## src/hw/bram_pkg.sv

```systemverilog
package bram_pkg;

  // Memory geometry, 1024 words of 32 bits
  localparam int BRAM_DATA_WIDTH = 32;
  localparam int BRAM_ADDR_WIDTH = 10;                   // Word address
  localparam int BRAM_WE_WIDTH   = BRAM_DATA_WIDTH / 8;  // Byte enables

  // Byte-to-word address offset
  // Low bits of the AXI address pick a byte inside the word and are dropped
  localparam int ADDR_LSB = $clog2(BRAM_DATA_WIDTH / 8);

endpackage

```

## src/hw/axi_pkg.sv

```systemverilog
package axi_pkg;

  // AXI4-Lite slave port geometry
  localparam int AXI_DATA_WIDTH = 32;                  // One bus word
  localparam int AXI_ADDR_WIDTH = 16;                  // Byte address
  localparam int AXI_STRB_WIDTH = AXI_DATA_WIDTH / 8;  // One strobe per byte lane

  // Response codes
  localparam logic [1:0] RESP_OKAY = 2'b00;

endpackage
```

## src/hw/axi_bram_reader.sv

```systemverilog
`timescale 1ns/1ps

module axi_bram_reader import axi_pkg::*, bram_pkg::*; (
  input  logic                       aclk,
  input  logic                       rst,

  // AXI4-Lite read channels
  input  logic [AXI_ADDR_WIDTH-1:0]  araddr,
  input  logic                       arvalid,
  output logic                       arready,
  output logic [AXI_DATA_WIDTH-1:0]  rdata,
  output logic [1:0]                 rresp,
  output logic                       rvalid,
  input  logic                       rready,

  // BRAM read port
  output logic                       rd_en,
  output logic [BRAM_ADDR_WIDTH-1:0] rd_addr,
  input  logic [BRAM_DATA_WIDTH-1:0] rd_data
);

  logic [AXI_ADDR_WIDTH-1:0] int_araddr;
  logic                      int_arvalid;
  logic                      int_rready;   // R stage can take a new word

  input_buffer #(
    .payload_t(logic [AXI_ADDR_WIDTH-1:0])
  ) i_ar_buf (
    .aclk      (aclk),
    .rst       (rst),
    .in_data   (araddr),
    .in_valid  (arvalid),
    .in_ready  (arready),
    .out_data  (int_araddr),
    .out_valid (int_arvalid),
    .out_ready (int_rready)
  );

  output_buffer i_r_buf (
    .aclk      (aclk),
    .rst       (rst),
    .in_valid  (int_arvalid),
    .in_ready  (int_rready),
    .out_valid (rvalid),
    .out_ready (rready)
  );

  // Memory read fires in the same cycle the address moves into the R stage,
  // so the registered memory output lines up with rvalid. While the master
  // stalls R the enable stays low and the memory output holds rdata.
  assign rd_en   = int_arvalid && int_rready;
  assign rd_addr = int_araddr[ADDR_LSB +: BRAM_ADDR_WIDTH];  // Upper bits alias

  assign rdata = rd_data;
  assign rresp = RESP_OKAY;

endmodule

```

## src/hw/output_buffer.sv

```systemverilog
`timescale 1ns/1ps

module output_buffer (
  input  logic aclk,
  input  logic rst,

  input  logic in_valid,
  output logic in_ready,    // Free, or the pending response leaves now

  output logic out_valid,
  input  logic out_ready
);

  logic pending;            // Response waiting for the master

  // Whenever the stage can accept, its next state is simply whether a new
  // request comes in. Otherwise the pending response is held.
  always_ff @(posedge aclk) begin
    if (rst) begin
      pending <= 1'b0;
    end else if (in_ready) begin
      pending <= in_valid;  // Set on transfer in, clear on transfer out
    end
  end

  assign in_ready  = !pending || out_ready;
  assign out_valid = pending;

endmodule

```

## src/hw/input_buffer.sv

```systemverilog
`timescale 1ns/1ps

module input_buffer #(
  parameter type payload_t = logic
) (
  input  logic     aclk,
  input  logic     rst,

  input  payload_t in_data,
  input  logic     in_valid,
  output logic     in_ready,   // Registered, no path from out_ready

  output payload_t out_data,
  output logic     out_valid,
  input  logic     out_ready
);

  logic     full;       // Skid register holds an entry
  payload_t skid_data;

  // The skid register fills when a word arrives while downstream stalls.
  // It drains as soon as downstream takes it, and nothing new can enter
  // in that cycle because in_ready is still low.
  always_ff @(posedge aclk) begin
    if (rst) begin
      full <= 1'b0;
    end else if (full) begin
      if (out_ready) begin
        full <= 1'b0;            // Held entry leaves
      end
    end else if (in_valid && !out_ready) begin
      full <= 1'b1;              // Transfer in while stalled
    end
  end

  always_ff @(posedge aclk) begin
    if (!full && in_valid && !out_ready) begin
      skid_data <= in_data;      // Word that arrived during the stall
    end
  end

  assign in_ready  = !full;
  assign out_valid = full || in_valid;               // Pass-through when empty
  assign out_data  = full ? skid_data : in_data;

endmodule

```

## config.mk

```make
export PLATFORM = sky130hd
export DESIGN_NAME = axi_bram_reader
export DESIGN_NICKNAME = d
export VERILOG_FILES = /design/src/hw/bram_pkg.sv /design/src/hw/axi_pkg.sv /design/src/hw/axi_bram_reader.sv /design/src/hw/output_buffer.sv /design/src/hw/input_buffer.sv
export SDC_FILE = /design/constraint.sdc
export NUM_CORES = 1
export LEC_CHECK = 0
export ABC_AREA = 0
export BUFFER_PORTS_ARGS = -buffer_cell sky130_fd_sc_hd__buf_2
export CORE_MARGIN = 1
export CORE_UTILIZATION = 31
export CTS_CLUSTER_SIZE = 16
export DETAILED_ROUTE_END_ITERATION = 16
export GPL_TIMING_DRIVEN = 0
export PLACE_DENSITY = 0.79
export SETUP_SLACK_MARGIN = 0.02
export SLEW_MARGIN = 15
export SYNTH_ARGS = -nofsm -noshare
export SYNTH_HDL_FRONTEND = slang
export SYNTH_SLANG_ARGS = --single-unit
```

## constraint.sdc

```tcl
create_clock -name aclk -period 2.3 [get_ports aclk]
set_input_delay 0.23 -clock aclk [delete_from_list [all_inputs] [get_ports aclk]]
set_output_delay 0.23 -clock aclk [all_outputs]
set_load 0.05 [all_outputs]
```

# After elaboration in Yosys (flattened, before gate mapping)
# Index checks and enable logic that the tools add are counted.
[word_totals]
reg_bits = 14
[classes]
n_mux = 4
n_reduce_logical = 9
[op_table]
columns = ["operator", "count"]
rows = [
  ["$mux 12", 1],
  ["$logic_and 1x1->1", 4],
  ["$logic_not 1->1", 3],
  ["$mux 1", 3],
  ["$logic_or 1x1->1", 2],
]

# Depth between registers and ports, before layout
[logic_depth]
ltp_word = 6
mapped_depth = 3

# Cells and area by module
# Synthesis repeated with hierarchy kept, for this count alone.
[unflattened]
cells_unflattened = 79
hier_area_um2 = 1078.5
[by_module_without_submodules]
columns = ["mod", "instances", "area_each_um2", "seq_area_each_um2", "cells_each"]
rows = [
  ["input_buffer", 1, 767.0, 500.5, 39],
  ["axi_bram_reader", 1, 265.3, 0.0, 36],
  ["output_buffer", 1, 46.3, 20.0, 4],
]

# Least setup slack after synthesis
# No wires, ideal clock.
[synth_path]
kind = "reg2reg"
startpoint = "register i_r_buf.pending, in the netlist i_r_buf.out_valid"
endpoint = "register i_ar_buf.skid_data[10] (netlist name), enable pin"
n_path_buf = 0
path_stages_with_launch = 3
setup_time_ps = 392
t_arrival_ps = 1656
t_required_ps = 1908
path_slack_ps = 252
synth_period_minus_slack_ps = 2048
path_cell_list = "dfxtp_1 -> nand2b_1 -> nor3b_1"
[synth_via]
elab_chain_len = 4
[synth_rtl]
columns = ["item", "line", "source"]
rows = [
  ["start, declared", "output_buffer.sv:14", "logic pending;"],
  ["start signal, assigned", "output_buffer.sv:22", "pending <= in_valid;"],
  ["$logic_not 1->1", "output_buffer.sv:26", "assign in_ready = !pending || out_ready;"],
  ["$logic_or 1x1->1", "output_buffer.sv:26", ""],
  ["$logic_not 1->1", "input_buffer.sv:37", "if (!full && in_valid && !out_ready) begin"],
  ["$logic_and 1x1->1", "input_buffer.sv:37", ""],
  ["end signal, assigned", "input_buffer.sv:38", "skid_data <= in_data;"],
  ["end, declared", "input_buffer.sv:19", "payload_t skid_data;"],
]
# No other way between the ends.
# A chain may end at the register's enable or synchronous reset.

# Final worst setup path
[layout_path]
startpoint = "register i_ar_buf.full"
endpoint = "output rd_addr[9]"
[layout_via]
elab_chain_len = 1
[layout_rtl]
columns = ["item", "line", "source"]
rows = [
  ["start, declared", "input_buffer.sv:18", "logic full;"],
  ["start signal, assigned", "input_buffer.sv:26", "full <= 1'b0;"],
  ["start signal, assigned", "input_buffer.sv:29", "full <= 1'b0;"],
  ["start signal, assigned", "input_buffer.sv:32", "full <= 1'b1;"],
  ["$mux 12", "input_buffer.sv:44", "assign out_data = full ? skid_data : in_data;"],
  ["end, declared", "axi_bram_reader.sv:18", "output logic [BRAM_ADDR_WIDTH-1:0] rd_addr,"],
]
# No other way between the ends.

==> results.md <==
- Num rows: 17
- ANT cells: 0
- Fillers: 216
- Total power divided by cell area: 601.4 nW/µm²
- Worst Hold Launch: rst
- Area Overhead vs Synth: 48.60%
- Max frequency: 0.6003 GHz
- Final Hold Slack: 0.1361 ns
- Vias per inst: 4.013
- GP Congestion: 0.6475
- Combinational Power Share: 41.0%
- Critical path startpoint: i_ar_buf.full$_SDFF_PP0_
- Simple-gate share of the synthesized area: 2.956%
- Final worst slack: 0.6342 ns
- Net Switching: 0.2593 mW
- Post-Synthesis Cells: 65
- Final worst path period need: 1.666 ns
- Syn_area_per_cell: 11.72 µm²
- MaxCap Viol Count: 0
- Cts bufs inserted: 3
- DP HPWL: 1408 µm
- IO buf count: 58
- Crit Path Max Fanout: 10
- Worst Path Required: 2.07 ns
- Setup-failing EPs final: 0
- Fraction of synthesized area in multiplexers: 14.78%
- Post-CTS setup buffer count: 0
- Mapped Area: 762.0 µm²
- Placed Area: 1096 µm²
- Initial Util: 33.80%
- Core area: 2255 µm²
- Sequential area share after synthesis: 44.66%
- Worst R2R Setup Slack: 0.78 ns
- Largest net degree at the start of global routing: 11
- Gr usage total: 11.56%
- Synth top area cells: edfxtp_1 39%, buf_4 33%, mux2_2 15%, dfxtp_1 5.3%, buf_6 1.5%
- Vias in the first global route: 525
- Cts hold-fix bufs: 0
- Worst r2r src: i_ar_buf.full$_SDFF_PP0_
- XOR/XNOR share of the synthesized area: 0%
- Clock buffer depth: 2
- Pre-antenna DRT Iters: 3
- Final Instance Count excl. Fillers: 156
- GRT overflow: 0
- Peak VDD IR: 0.2701 mV
- Reg2Reg Depth: 2
- FF-to-FF End: i_ar_buf.skid_data[3]$_DFFE_PP_
- Seq cells post-synth: 12
- Largest family of logic cells by synthesized area: buffers and inverters
- Final Cycle Share: 72.43%
- Clk pwr share: 23.3%
- Capturing element type of the critical path: primary output
- # IOs: 99
- Total power: 0.6810 mW
- Footprint of the multi-input gates: 160.2 µm²
- Hold Crit Class: in2reg
- Switching part of the total: 38.08%
- Worst Path Arrival: 1.44 ns
- Share of cells above drive strength 1: 84.38%
- Sequential cell area: 340.3 µm²
- CTS sink cnt: 12
- Dpl cells: 152
- CTS tree: built
- ANT nets after route: 0
- Slew @ Worst Pin: 0.7382 ns
- Antenna violations before repair: 0
- Remaining DRCs: 0
- Post-synth top area share: 39.41%
- Synth unique cells: 13
- H-Tree Depth: 1
- Setup total negative slack: 0 ns
- WS Path Type: reg2out
- Startpoint Class: register
- DR WL/cell: 10.10 µm
- Die H: 51.58 µm
- RSZ-0062 raised after global routing: no
- Final core utilization: 50.22%
- Final WL: 1576 µm
- Area share of fa/ha/maj cells after synthesis: 0%
- Cell-internal power: 0.4217 mW
- Synth warn: 0
- Die ar.: 2661 µm²
- Chip width: 51.58 µm
- WHS Path Cells: 2
- Root buffer cell: clkbuf_4
- Final hold vios: 0
- Slew Limit Fails: 0
- Vias: 626
- Clock skew: 0.0007589 ns
- First-pass GRT wire length: 2173 µm
- Post-cts resize count: 0
- Starting DRC count in detailed routing: 2
- Outcome: finished clean
- Synth Area in Compound Gates: 1.642%
- Reg clk slew, reported paths: 0.07 ns
- Pleak: 0.5809 nW
- Cell accounting for the most synthesized area: edfxtp_1
- Reg power frac: 35.8%
- Design area: 1132 µm²
- WHS Endpoint: i_r_buf.out_valid$_SDFFE_PP0P_
- Latest clock arrival within the worst-skew pair: 0.26 ns
- Fin nets: 181
- Place WS: 0.6998 ns
- Slew headroom: 50.57%
==> power groups by stage <==
stage | combinational, mW | clock, mW | sequential (mW)
final | 0.279 | 0.158 | 0.244
after global routing | 0.291 | 0.169 | 0.244
after floorplan | 0.224 | 0 | 0.252
after detailed placement | 0.281 | 0 | 0.249
after global placement | 0.277 | 0 | 0.248
after CTS | 0.281 | 0.164 | 0.244
==> critical path, stage by stage, from the launching register on <==
cell     delay, ns
dfxtp_1       0.44
buf_6         0.19
mux2_2        0.34
buf_2         0.21
==> cells by family after synthesis <==
family | count (synthesis)
buf+inv | 36
flops | 12
mux | 10
simple gates | 4
compound gates | 2
other cells | 1
==> registers in the layout, indices dropped and copies added (netlist names) <==
name,flops
i_ar_buf.skid_data,10
i_ar_buf.full,1
i_r_buf.out_valid,1
==> synthesized netlist by cell type <==
cell and instances:
nor3_1 1, buf_4 34, nor3b_1 1, o21a_1 1, dfxtp_1 2, edfxtp_1 10
a21oi_1 1, nor2_1 1, buf_6 1, nand2b_1 1, conb_1 1, inv_1 1
mux2_2 10
==> layout make-up <==
| type | instances | area share [%] |
|---|---|---|
| inverters | 1 | 0.3315 |
| repair buffers | 58 | 25.64 |
| multi-input cells | 18 | 14.14 |
| plain buffers | 35 | 23.54 |
| well taps | 28 | 3.094 |
| clock buffers | 4 | 3.204 |
| flip-flops and latches | 12 | 30.06 |
==> layout by cell type (no fill, tap or decap) <==
master    netlist  layout
o21a_1          1       1
nor2_1          1       1
buf_4          34      34
inv_1           1       1
buf_6           1       1
clkbuf_4        0       3
clkbuf_8        0       1
nand2b_1        1       1
buf_2           0      58
dfxtp_1         2       2
nor3b_2         0       1
edfxtp_1       10      10
a21oi_1         1       1
mux2_2         10      10
nor3_1          1       1
conb_1          1       2
==> routing by layer <==
metal / vias up / share of wire [%] / track usage, %
met4: 0 / 1.1 / 6.757
met3: 2 / 12 / 2.924
met1: 266 / 29 / 9.091
met2: 52 / 58 / 24.24
met5: - / 0 / 0
li1: 306 / - / -
==> worst max path at each step <==
| stage | to | slack, ns | depth (start not counted) |
|---|---|---|---|
| after global routing | rd_addr[9] | 0.57 | 3 |
| after global placement | i_ar_buf.skid_data[8]$_DFFE_PP_ | 0.33 | 3 |
| after detailed placement | i_ar_buf.skid_data[10]$_DFFE_PP_ | 0.70 | 3 |
| after CTS | rd_addr[8] | 0.61 | 3 |
| after floorplan | i_ar_buf.skid_data[10]$_DFFE_PP_ | 0.25 | 2 |
| final | rd_addr[9] | 0.63 | 3 |
Note: power is estimated with default switching activity, not from simulation.
