**src/hw/bram_pkg.sv**
```systemverilog
package bram_pkg;

  // Memory geometry, 1024 words of 32 bits
  localparam int BRAM_DATA_WIDTH = 32;
  localparam int BRAM_ADDR_WIDTH = 10;                   // Word address
  localparam int BRAM_WE_WIDTH   = BRAM_DATA_WIDTH / 8;  // Byte enables

  // Byte-to-word address offset
  // Low bits of the AXI address pick a byte inside the word and are dropped
  localparam int ADDR_LSB = $clog2(BRAM_DATA_WIDTH / 8);

endpackage

```
**src/hw/axi_pkg.sv**
```systemverilog
package axi_pkg;

  // AXI4-Lite slave port geometry
  localparam int AXI_DATA_WIDTH = 32;                  // One bus word
  localparam int AXI_ADDR_WIDTH = 16;                  // Byte address
  localparam int AXI_STRB_WIDTH = AXI_DATA_WIDTH / 8;  // One strobe per byte lane

  // Response codes
  localparam logic [1:0] RESP_OKAY = 2'b00;

endpackage
```
**src/hw/axi_bram_writer.sv**
```systemverilog
`timescale 1ns/1ps

module axi_bram_writer import axi_pkg::*, bram_pkg::*; (
  input  logic                       aclk,
  input  logic                       rst,

  // AXI4-Lite write channels
  input  logic [AXI_ADDR_WIDTH-1:0]  awaddr,
  input  logic                       awvalid,
  output logic                       awready,
  input  logic [AXI_DATA_WIDTH-1:0]  wdata,
  input  logic [AXI_STRB_WIDTH-1:0]  wstrb,
  input  logic                       wvalid,
  output logic                       wready,
  output logic [1:0]                 bresp,
  output logic                       bvalid,
  input  logic                       bready,

  // BRAM write port
  output logic                       wr_en,
  output logic [BRAM_WE_WIDTH-1:0]   wr_we,
  output logic [BRAM_ADDR_WIDTH-1:0] wr_addr,
  output logic [BRAM_DATA_WIDTH-1:0] wr_data
);

  logic [AXI_ADDR_WIDTH-1:0]                int_awaddr;
  logic                                     int_awvalid;
  logic [AXI_STRB_WIDTH+AXI_DATA_WIDTH-1:0] int_wpayload;  // {strobes, data}
  logic                                     int_wvalid;
  logic                                     int_bready;    // B stage can accept
  logic                                     fire;

  input_buffer #(
    .payload_t(logic [AXI_ADDR_WIDTH-1:0])
  ) i_aw_buf (
    .aclk      (aclk),
    .rst       (rst),
    .in_data   (awaddr),
    .in_valid  (awvalid),
    .in_ready  (awready),
    .out_data  (int_awaddr),
    .out_valid (int_awvalid),
    .out_ready (int_wvalid && int_bready)   // Wait for the data beat
  );

  input_buffer #(
    .payload_t(logic [AXI_STRB_WIDTH+AXI_DATA_WIDTH-1:0])
  ) i_w_buf (
    .aclk      (aclk),
    .rst       (rst),
    .in_data   ({wstrb, wdata}),
    .in_valid  (wvalid),
    .in_ready  (wready),
    .out_data  (int_wpayload),
    .out_valid (int_wvalid),
    .out_ready (int_awvalid && int_bready)  // Wait for the address
  );

  output_buffer i_b_buf (
    .aclk      (aclk),
    .rst       (rst),
    .in_valid  (int_awvalid && int_wvalid),
    .in_ready  (int_bready),
    .out_valid (bvalid),
    .out_ready (bready)
  );

  // Whichever channel shows up first waits in its skid register until the
  // other one joins. Both leave together with the memory write.
  assign fire = int_awvalid && int_wvalid && int_bready;

  assign wr_en   = fire;
  assign wr_we   = int_wpayload[AXI_DATA_WIDTH +: AXI_STRB_WIDTH];  // Strobes as byte enables
  assign wr_addr = int_awaddr[ADDR_LSB +: BRAM_ADDR_WIDTH];
  assign wr_data = int_wpayload[AXI_DATA_WIDTH-1:0];

  assign bresp = RESP_OKAY;

endmodule

```
**src/hw/output_buffer.sv**
```systemverilog
`timescale 1ns/1ps

module output_buffer (
  input  logic aclk,
  input  logic rst,

  input  logic in_valid,
  output logic in_ready,    // Free, or the pending response leaves now

  output logic out_valid,
  input  logic out_ready
);

  logic pending;            // Response waiting for the master

  // Whenever the stage can accept, its next state is simply whether a new
  // request comes in. Otherwise the pending response is held.
  always_ff @(posedge aclk) begin
    if (rst) begin
      pending <= 1'b0;
    end else if (in_ready) begin
      pending <= in_valid;  // Set on transfer in, clear on transfer out
    end
  end

  assign in_ready  = !pending || out_ready;
  assign out_valid = pending;

endmodule

```
**src/hw/input_buffer.sv**
```systemverilog
`timescale 1ns/1ps

module input_buffer #(
  parameter type payload_t = logic
) (
  input  logic     aclk,
  input  logic     rst,

  input  payload_t in_data,
  input  logic     in_valid,
  output logic     in_ready,   // Registered, no path from out_ready

  output payload_t out_data,
  output logic     out_valid,
  input  logic     out_ready
);

  logic     full;       // Skid register holds an entry
  payload_t skid_data;

  // The skid register fills when a word arrives while downstream stalls.
  // It drains as soon as downstream takes it, and nothing new can enter
  // in that cycle because in_ready is still low.
  always_ff @(posedge aclk) begin
    if (rst) begin
      full <= 1'b0;
    end else if (full) begin
      if (out_ready) begin
        full <= 1'b0;            // Held entry leaves
      end
    end else if (in_valid && !out_ready) begin
      full <= 1'b1;              // Transfer in while stalled
    end
  end

  always_ff @(posedge aclk) begin
    if (!full && in_valid && !out_ready) begin
      skid_data <= in_data;      // Word that arrived during the stall
    end
  end

  assign in_ready  = !full;
  assign out_valid = full || in_valid;               // Pass-through when empty
  assign out_data  = full ? skid_data : in_data;

endmodule

```
**config.mk**
```make
export PLATFORM = sky130hd
export DESIGN_NAME = axi_bram_writer
export DESIGN_NICKNAME = d
export VERILOG_FILES = /design/src/hw/bram_pkg.sv /design/src/hw/axi_pkg.sv /design/src/hw/axi_bram_writer.sv /design/src/hw/output_buffer.sv /design/src/hw/input_buffer.sv
export SDC_FILE = /design/constraint.sdc
export NUM_CORES = 1
export LEC_CHECK = 0
export BUFFER_PORTS_ARGS = -buffer_cell sky130_fd_sc_hd__buf_4
export CAP_MARGIN = 40
export CORE_MARGIN = 2
export CORE_UTILIZATION = 47
export DETAILED_ROUTE_END_ITERATION = 8
export PLACE_DENSITY = 0.84
export RECOVER_POWER = 100
export SYNTH_ARGS = -nofsm -noshare
export SYNTH_HDL_FRONTEND = slang
export SYNTH_HIERARCHICAL = 1
export SYNTH_SLANG_ARGS = --single-unit
```
**constraint.sdc**
```tcl
create_clock -name aclk -period 5.21 [get_ports aclk]
set_input_delay 1.042 -clock aclk [delete_from_list [all_inputs] [get_ports aclk]]
set_output_delay 1.042 -clock aclk [all_outputs]
set_load 0.01 [all_outputs]
```
# ---- After elaboration in Yosys (flattened, before gate mapping)
# Index checks and enable logic that the tools add are counted.
dict set report word_totals {
  output_inout_bits 52
  inputBits 57
  regBits 51
}
dict set report classes {
  mux 8
  reduce_logical 18
}
# cell count
set op_table {}
lappend op_table {{$mux W36} 1}
lappend op_table {{$mux W12} 1}
lappend op_table {{$logic_and A1 B1 Y1} 10}
lappend op_table {{$mux W1} 6}
lappend op_table {{$logic_not A1 Y1} 5}
lappend op_table {{$logic_or A1 B1 Y1} 3}

# ---- Depth between registers and ports, before layout
# Gate-level depths: netlist (run 1).
dict set report logic_depth {
  ltp_word 7
  depth_mapped 5
}

# ---- Modules after synthesis
# The synthesis (run 1) kept the hierarchy.
# module instances area_each_um2 seq_area_each_um2 cells_per_inst
set modules_own_cells {}
lappend modules_own_cells {{input_buffer at i_w_buf} 1 1604.0 1101.1 81}
lappend modules_own_cells {{input_buffer at i_aw_buf} 1 767.0 500.5 39}
lappend modules_own_cells {axi_bram_writer 1 46.3 0.0 7}
lappend modules_own_cells {output_buffer 1 46.3 20.0 4}

# ---- Worst setup path before layout (run 1)
# OpenSTA, ideal clock, no wires.
dict set report synth_path {
  kind {input-to-reg}
  from {input awvalid}
  to {register i_w_buf/skid_data[0] (netlist name) (enable)}
  path_slack_ns 0.585
  t_arrival_ns 4.143
  cell_stages 3
  cell_sequence {or2_1 > and2_2 > nor3b_1}
}
dict set report synth_via {
  elab_chain_len 4
}
# element line_no
set synth_lines {}
lappend synth_lines {{start: declaration} axi_bram_writer.sv:9} ;# input logic awvalid,
lappend synth_lines {{$logic_or A1 B1 Y1} input_buffer.sv:43} ;# assign out_valid = full || in_valid;
lappend synth_lines {{$logic_and A1 B1 Y1} axi_bram_writer.sv:56} ;# .out_ready (int_awvalid && int_bready)
lappend synth_lines {{$logic_not A1 Y1} input_buffer.sv:37} ;# if (!full && in_valid && !out_ready) begin
lappend synth_lines {{$logic_and A1 B1 Y1} input_buffer.sv:37}
lappend synth_lines {{end signal: assignment} input_buffer.sv:38} ;# skid_data <= in_data;
lappend synth_lines {{end: declaration} input_buffer.sv:19} ;# payload_t skid_data;
# No other way between the ends.
# A chain may end at the register's enable or synchronous reset.

# ---- Worst setup path in the final report (run 1)
dict set report layout_path {
  from {register i_w_buf.full}
  to {output wr_data[9]}
}
dict set report layout_via {
  elab_chain_len 1
}
# element line_no
set layout_lines {}
lappend layout_lines {{start: declaration} input_buffer.sv:18} ;# logic full;
lappend layout_lines {{start signal: assignment} input_buffer.sv:26} ;# full <= 1'b0;
lappend layout_lines {{start signal: assignment} input_buffer.sv:29} ;# full <= 1'b0;
lappend layout_lines {{start signal: assignment} input_buffer.sv:32} ;# full <= 1'b1;
lappend layout_lines {{$mux W36} input_buffer.sv:44} ;# assign out_data = full ? skid_data : in_data;
lappend layout_lines {{end: declaration} axi_bram_writer.sv:23} ;# output logic [BRAM_DATA_WIDTH-1:0] wr_data
# No other way between the ends.

==> results.json, run 1 <==
{
  "min_period_ns": 3.67,
  "peakVddDrop_mv": 0.154,
  "critical-path-top-delay-family": "buffers and inverters",
  "overflow": 0,
  "grt_pass1_wl_um": 6380,
  "setup_violations": 0,
  "first_pass_iters": 4,
  "met2_usage_pct": 27.1,
  "drt_iter0_drc": 77,
  "worstPathCellList": "clkbuf_1 -> mux2_2 -> clkbuf_1",
  "mostFrequentLayoutCells": "clkbuf_1 (51), edfxtp_1 (46), clkbuf_4 (38), mux2_2 (30), buf_4 (15)",
  "critPathLaunchType": "register",
  "crit_end": "wr_data[9]",
  "dieHeight_um": 72.7,
  "final_common_cell": "clkbuf_1",
  "outcome": "complete, but fails checks",
  "drc": 0,
  "critPathBufInv": 2,
  "leakagePower_nw": 1.03,
  "place_ws_ns": 2.37,
  "grt_pass1_vias": 1323,
  "fill_cells": 389,
  "timing.rr.start": "i_aw_buf/full",
  "rrSetupSlack_ns": 1.91,
  "dp_hpwl_um": 3270,
  "antenna_left": 0,
  "cts.sinks": 49,
  "numCtsBuffers": 5,
  "synthCells": 119,
  "slowest_delay_ns": 1.10,
  "cts_resized": 0,
  "drv_slew": 33,
  "path_depth": 3,
  "diodes": 0,
  "cp_data_required_time_ns": 4.17,
  "finClkSkew_ns": 0.00911,
  "timing.fmax_mhz": 273,
  "synthToLayoutAreaGrowth_pct": 27.4,
  "crit_path_top_delay_cell": "clkbuf_1",
  "path_max_fanout": 27,
  "grt_use_met1_pct": 18.5,
  "holdPathStages": 2,
  "busiest_layer": "met2",
  "core_sq_um": 4440,
  "power.density_nw_per_um2": 286,
  "path_clk_slew_ns": 0.08,
  "antenna_found_initial": 0,
  "cts-htree-levels": 2,
  "viasPerCell": 4.83,
  "reg2reg_depth": 4,
  "cts_tree": "built",
  "place_congestion": 0.685,
  "finalHoldViolations": 0,
  "drive_gt1_share_pct": 43.5,
  "syn_area_sq_um": 2220,
  "grt_max_degree": 33,
  "violations": "max-capacitance violations, max-slew violations",
  "ys_warn_count": 6,
  "setup_slack_ns": 1.54,
  "worst_slew_pin_slew_ns": 1.69,
  "rows": 24,
  "fin_crit_sh_pct": 70.4,
  "wl_per_cell_um": 15.4,
  "relSlewSlack_pct": -12.4,
  "layout.nets": 279,
  "avgSynthCellArea_sq_um": 18.6,
  "r2r-end": "i_w_buf/skid_data[2]",
  "setup-tns-final_ns": 0,
  "wl_um": 4230,
  "clock_path_buffers": 2,
  "postCtsHoldBufs": 0,
  "cts_setup_buffers": 0,
  "cp-startpoint": "i_w_buf/full",
  "start_util_pct": 49.9,
  "vias": 1327,
  "clk_latency_ns": 0.29,
  "ioPinCount": 109,
  "drv_cap": 1,
  "dieArea_sq_um": 5280,
  "end_kind": "output pin",
  "rsz0062_at_grt": "false",
  "crit_type": "reg -> out",
  "cp.arrival_ns": 2.62,
  "port-buffer-count": 100,
  "grt.met3_usage_pct": 6.77,
  "crit_top_cell": "clkbuf_1",
  "clockRootBuffer": "clkbuf_8",
  "hold_path.class": "reg -> reg",
  "fp.dieW_um": 72.7,
  "grt_use_total_pct": 16.0
}
[routing by layer]
metal	wire, um	vias up
met4	49	0
met5	0	-
li1	-	654
met3	392	6
met1	1660	603
met2	2130	64
[worst min-delay path by stage]
stage,start,endpoint
floorplan,i_b_buf/out_valid,i_b_buf/out_valid
global placement,i_b_buf/out_valid,i_b_buf/out_valid
detailed placement,i_b_buf/out_valid,i_b_buf/out_valid
CTS,i_b_buf/out_valid,i_b_buf/out_valid
global route,i_b_buf/out_valid,i_b_buf/out_valid
finish,i_b_buf/out_valid,i_b_buf/out_valid
[final cells by class]
cell class,instances,area (sq um),share of cell area (%)
sequential,49,1440,51.0
multi-input combinational,60,641,22.7
timing repair buffer,103,586,20.7
clock buffer,8,80.1,2.84
tap,52,65.1,2.30
inverter,3,11.3,0.399
[tightest hold or removal path, delay by kind of cell, from the launching register on]
kind,cells,cell delay (ns)
AOI/OAI and AO/OA,1,0.05
DFF,1,0.34
and+or+nand+nor,1,0.09
[registers in the layout, indices dropped and copies added (netlist names)]
signal,cells
i_w_buf/skid_data,36
i_aw_buf/full,1
i_aw_buf/skid_data,10
i_b_buf/out_valid,1
i_w_buf/full,1
[where the power goes]
part | total, W | internal [W] | switching (W)
registers | 0.000465 | 0.000456 | 0.00000911
logic | 0.000132 | 0.0000691 | 0.0000631
clock network | 0.000210 | 0.0000955 | 0.000114
[through the flow]
stage	cells	hold slack, ns	instance area [sq um]	total power (W)	util (%)
after global routing	275	0.525	2820	0.000841	63.5
after floorplan	120	0.518	2220	0.000556	-
after global placement	266	0.494	2970	0.000635	66.9
final	275	0.513	2820	0.000807	63.5
after detailed placement	267	0.506	2990	0.000641	67.3
after CTS	275	0.516	3070	0.000851	69.1
No activity file was read; power rests on OpenSTA's default activity.
==> run 2, diff against run 1 <==
Clock period 5.21 ns to 3.5 ns, I/O delays scaled along.
==> run 2 against run 1 <==
Effect of this change: the run now ends clean; via count is 3.7% higher; register-to-register slack got worse by 0.77 ns; final area is 1.1% higher; final cell count is 0.36% higher; clock-buffer cell count fell by 2; wire length grew 4.5%; die area unchanged; utilization is 0.70 points higher; critical path type unchanged; largest cell class unchanged.
==> results.json, run 2 (synthesis gave the netlist of run 1 again) <==
{
  "outcome": "complete, no violations",
  "wl_per_cell_um": 16.0,
  "clockRootBuffer": "clkbuf_8",
  "largest-register": "i_w_buf/skid_data",
  "postCtsHoldBufs": 0,
  "critPathLaunchType": "register",
  "drive_gt1_share_pct": 43.8,
  "path_clk_slew_ns": 0.08,
  "leakagePower_nw": 1.05,
  "mostFrequentLayoutCells": "clkbuf_1 (47), edfxtp_1 (46), clkbuf_4 (34), mux2_2 (30), buf_4 (21)",
  "cp.arrival_ns": 1.76,
  "ioPinCount": 109,
  "dp_hpwl_um": 3450,
  "fp.dieW_um": 72.7,
  "layout.nets": 280,
  "final_core_util_pct": 64.2,
  "cts_resized": 0,
  "crit_type": "reg -> out",
  "peakVddDrop_mv": 0.302,
  "cts-htree-levels": 2,
  "grt_max_degree": 30,
  "timing.fmax_mhz": 407,
  "grt_use_total_pct": 17.6,
  "hold_path.class": "reg -> reg",
  "end_kind": "output pin",
  "finalHoldViolations": 0,
  "drv_slew": 0,
  "antenna_left": 0,
  "min_period_ns": 2.46,
  "holdPathStages": 2,
  "place_congestion": 0.710,
  "drt_iter0_drc": 85,
  "numCtsBuffers": 5,
  "cts.sinks": 49,
  "rrSetupSlack_ns": 1.14,
  "clk_latency_ns": 0.30,
  "drc": 0,
  "hold_end": "i_b_buf/out_valid",
  "cts_tree": "built",
  "power.density_nw_per_um2": 429,
  "worst_slew_pin_slew_ns": 0.547,
  "r2r-end": "i_w_buf/skid_data[24]",
  "port-buffer-count": 100,
  "drv_cap": 0,
  "setup_violations": 0,
  "rsz0062_at_grt": "false",
  "relSlewSlack_pct": 63.5,
  "start_util_pct": 49.9,
  "final_common_cell": "clkbuf_1",
  "grt_pass1_wl_um": 6960,
  "viasPerCell": 4.99,
  "diodes": 0,
  "wl_um": 4420,
  "largest_reg_flops": 36,
  "core_sq_um": 4440,
  "overflow": 0,
  "fin_crit_sh_pct": 70.2,
  "timing.rr.start": "i_aw_buf/full",
  "grt_pass1_vias": 1465,
  "cts_setup_buffers": 0,
  "reg2reg_depth": 4,
  "rows": 24,
  "finClkSkew_ns": 0.00379,
  "synthToLayoutAreaGrowth_pct": 28.9,
  "setup-tns-final_ns": 0,
  "cp_data_required_time_ns": 2.80,
  "antenna_found_initial": 0,
  "min_from": "i_b_buf/out_valid",
  "vias": 1376,
  "first_pass_iters": 4,
  "path_max_fanout": 29,
  "clock_path_buffers": 2,
  "dieHeight_um": 72.7,
  "dieArea_sq_um": 5280,
  "largestRegisters": "i_w_buf/skid_data x36, i_aw_buf/skid_data x10"
}
run 2: power breakdown:
part           internal, W  switching (W)
Clock             0.000157       0.000175
Sequential        0.000678      0.0000141
Combinational     0.000104      0.0000963
Total             0.000939       0.000285
run 2: worst max path at each step:
stage | startpoint | end | slack (ns) | depth (start not counted)
3_5_place_dp | awvalid | i_w_buf/skid_data[20] | 1.04 | 5
4_1_cts | i_aw_buf/full | wr_addr[1] | 1.19 | 2
5_1_grt | i_w_buf/full | wr_en | 0.88 | 4
6_report | i_w_buf/full | wr_data[25] | 1.04 | 3
3_3_place_gp | awvalid | i_w_buf/skid_data[22] | 1.08 | 5
2_1_floorplan | awvalid | i_w_buf/skid_data[0] | 0.49 | 3
run 2: metrics by stage:
stage	instances	power, W	area [sq um]	setup slack (ns)	hold slack, ns
4_1_cts	276	0.00129	3100	1.19	0.525
3_5_place_dp	268	0.000959	3010	1.04	0.512
5_1_grt	276	0.00128	2860	0.883	0.544
3_3_place_gp	267	0.000948	2990	1.08	0.495
2_1_floorplan	120	0.000827	2220	0.489	0.518
6_report	276	0.00122	2860	1.04	0.523
run 2: metal layers:
layer | vias to the layer above | global-route usage, % | share of wire (%)
met5 | - | 0 | 0
met4 | 0 | 5.76 | 0.38
met3 | 2 | 7.18 | 9.2
met2 | 70 | 29.0 | 49
met1 | 648 | 21.2 | 41
li1 | 656 | - | -
run 2: layout make-up:
class / instances / area [sq um]
inverters: 3 / 11.3
clock inverters: 2 / 8.76
clock buffers: 6 / 82.6
multi-input cells: 60 / 633
well taps: 52 / 65.1
repair buffers: 104 / 613
flip-flops and latches: 49 / 1440
fillers: 396 / 1590
run 2: worst max-delay path, cell delays in order (launching register included):
cell and delay (ns):
dfxtp_1 0.67, buf_12 0.27, mux2_1 0.36, buf_4 0.15
==> run 3, diff against run 2 <==
Settings changed: ABC_AREA set to 1.
Clock period 3.5 ns to 2.4 ns, I/O delays scaled along.
==> run 3 against run 2 <==
Effect of this change: worst setup slack got worse by 0.85 ns; area after synthesis barely moved; first-iteration DRC count rose by 51%; clock power rose by 58%; sequential power rose by 46%.
==> results.json, run 3 <==
{
  "outcome": "complete, no violations",
  "vias": 1778,
  "numCtsBuffers": 5,
  "dieHeight_um": 72.7,
  "clockRootBuffer": "clkbuf_8",
  "syn_area_sq_um": 2220,
  "fp.dieW_um": 72.7,
  "setup_violations": 0,
  "grt_pass1_wl_um": 7630,
  "min_from": "rst",
  "final_core_util_pct": 62.8,
  "cp-startpoint": "i_aw_buf/full",
  "cts_tree": "built",
  "fill_cells": 443,
  "dp_hpwl_um": 3520,
  "timing.fmax_mhz": 453,
  "largestRegisters": "i_w_buf/skid_data x36, i_aw_buf/skid_data x10",
  "ioPinCount": 109,
  "rows": 24,
  "end_kind": "register",
  "mostFrequentLayoutCells": "nand2_1 (145), clkbuf_1 (68), edfxtp_1 (46), clkbuf_4 (23), inv_1 (12)",
  "port-buffer-count": 100,
  "core_sq_um": 4440,
  "rsz0062_at_grt": "false",
  "clk_latency_ns": 0.30,
  "synthToLayoutAreaGrowth_pct": 25.8,
  "overflow": 0,
  "setup-tns-final_ns": 0,
  "cp_data_required_time_ns": 2.33,
  "relSlewSlack_pct": 41.1,
  "drive_gt1_share_pct": 14.5,
  "avgSynthCellArea_sq_um": 9.64,
  "largest-register": "i_w_buf/skid_data",
  "clock_path_buffers": 2,
  "hold_path.class": "in -> reg",
  "path_clk_slew_ns": 0.09,
  "antenna_found_initial": 0,
  "total_power_w": 0.00182,
  "grt_pass1_vias": 1691,
  "grt_use_total_pct": 18.9,
  "drv_cap": 0,
  "finClkSkew_ns": 0.00514,
  "cp.arrival_ns": 2.13,
  "drv_slew": 0,
  "first_pass_iters": 4,
  "final_common_cell": "nand2_1",
  "drt_iter0_drc": 128,
  "synthCells": 230,
  "dpl_cell_area_sq_um": 2980,
  "start_util_pct": 49.9,
  "power.density_nw_per_um2": 652,
  "critPathLaunchType": "register",
  "peakVddDrop_mv": 0.343,
  "place_congestion": 0.769,
  "postCtsHoldBufs": 0,
  "cts.sinks": 49,
  "wl_per_cell_um": 12.4,
  "drc": 0,
  "diodes": 0,
  "timing.rr.start": "i_aw_buf/full",
  "fin_crit_sh_pct": 91.9,
  "cts_setup_buffers": 0,
  "cts-htree-levels": 2,
  "cts_resized": 0,
  "fin_area_sq_um": 2790,
  "layout.nets": 386,
  "dieArea_sq_um": 5280,
  "ys_warn_count": 6,
  "antenna_left": 0,
  "crit_type": "reg -> reg",
  "viasPerCell": 4.65,
  "worst_slew_pin_slew_ns": 0.883,
  "path_max_fanout": 36,
  "grt_max_degree": 38,
  "finalHoldViolations": 0,
  "min_period_ns": 2.21,
  "largest_reg_flops": 36,
  "wl_um": 4740,
  "leakagePower_nw": 1.26
}
==> run 3: cell count changes in the layout (fill, tap and decap cells not counted), moves of 3 or more <==
cell      delta
nand2_1    +145
clkbuf_2     +3
inv_1        +9
mux2_2      -30
nor2_1       +5
clkbuf_1    +21
mux2_1      -16
clkbuf_4    -11
buf_4       -13
==> run 3: worst paths after layout <==
check | endpoint | slack, ns | depth (start not counted)
max | i_w_buf/skid_data[15] | 0.19 | 8
min | i_b_buf/out_valid | 0.36 | 2
max reg2reg | i_w_buf/skid_data[15] | 0.19 | 8
min reg2reg | i_b_buf/out_valid | 0.50 | 2
==> run 3: critical path, cell delays in order (launching register included) <==
cell and delay (ns):
dfxtp_1 0.50, nor2_1 0.21, inv_1 0.08, nand2_1 0.10, inv_1 0.05, inv_1 0.06, nand2_1 0.08, nor2_4 0.07
clkbuf_2 0.68
==> run 3: where the power goes <==
group          internal (W)  leakage [nW]  switching (W)
logic              0.000109         0.755       0.000180
clock network      0.000261        0.0542       0.000262
registers          0.000989         0.453      0.0000191
total               0.00136          1.26       0.000461
==> run 3: layer usage <==
metal  up-vias  routed length, um  GRT usage, %
met5         -                  0             0
met4         0                 74          7.41
met3         7                343          4.97
met2        73               2380          32.4
met1       786               1950          22.7
li1        912                  -             -
==> run 3: cell type report <==
| type | count | area [sq um] | share of cell area (%) |
|---|---|---|---|
| clock inverters | 1 | 5.00 | 0.179 |
| multi-input cells | 156 | 599 | 21.5 |
| repair buffers | 103 | 523 | 18.7 |
| well taps | 52 | 65.1 | 2.33 |
| clock buffers | 7 | 96.3 | 3.45 |
| inverters | 14 | 60.1 | 2.15 |
| flip-flops and latches | 49 | 1440 | 51.7 |
==> run 3: stage by stage <==
| stage | setup slack, ns | hold WS [ns] | std cells |
|---|---|---|---|
| floorplan | 0.180 | 0.505 | 231 |
| global placement | 0.582 | 0.481 | 374 |
| detailed placement | 0.545 | 0.489 | 374 |
| CTS | 0.200 | 0.350 | 382 |
| global route | 0.0506 | 0.355 | 382 |
| finish | 0.194 | 0.361 | 382 |
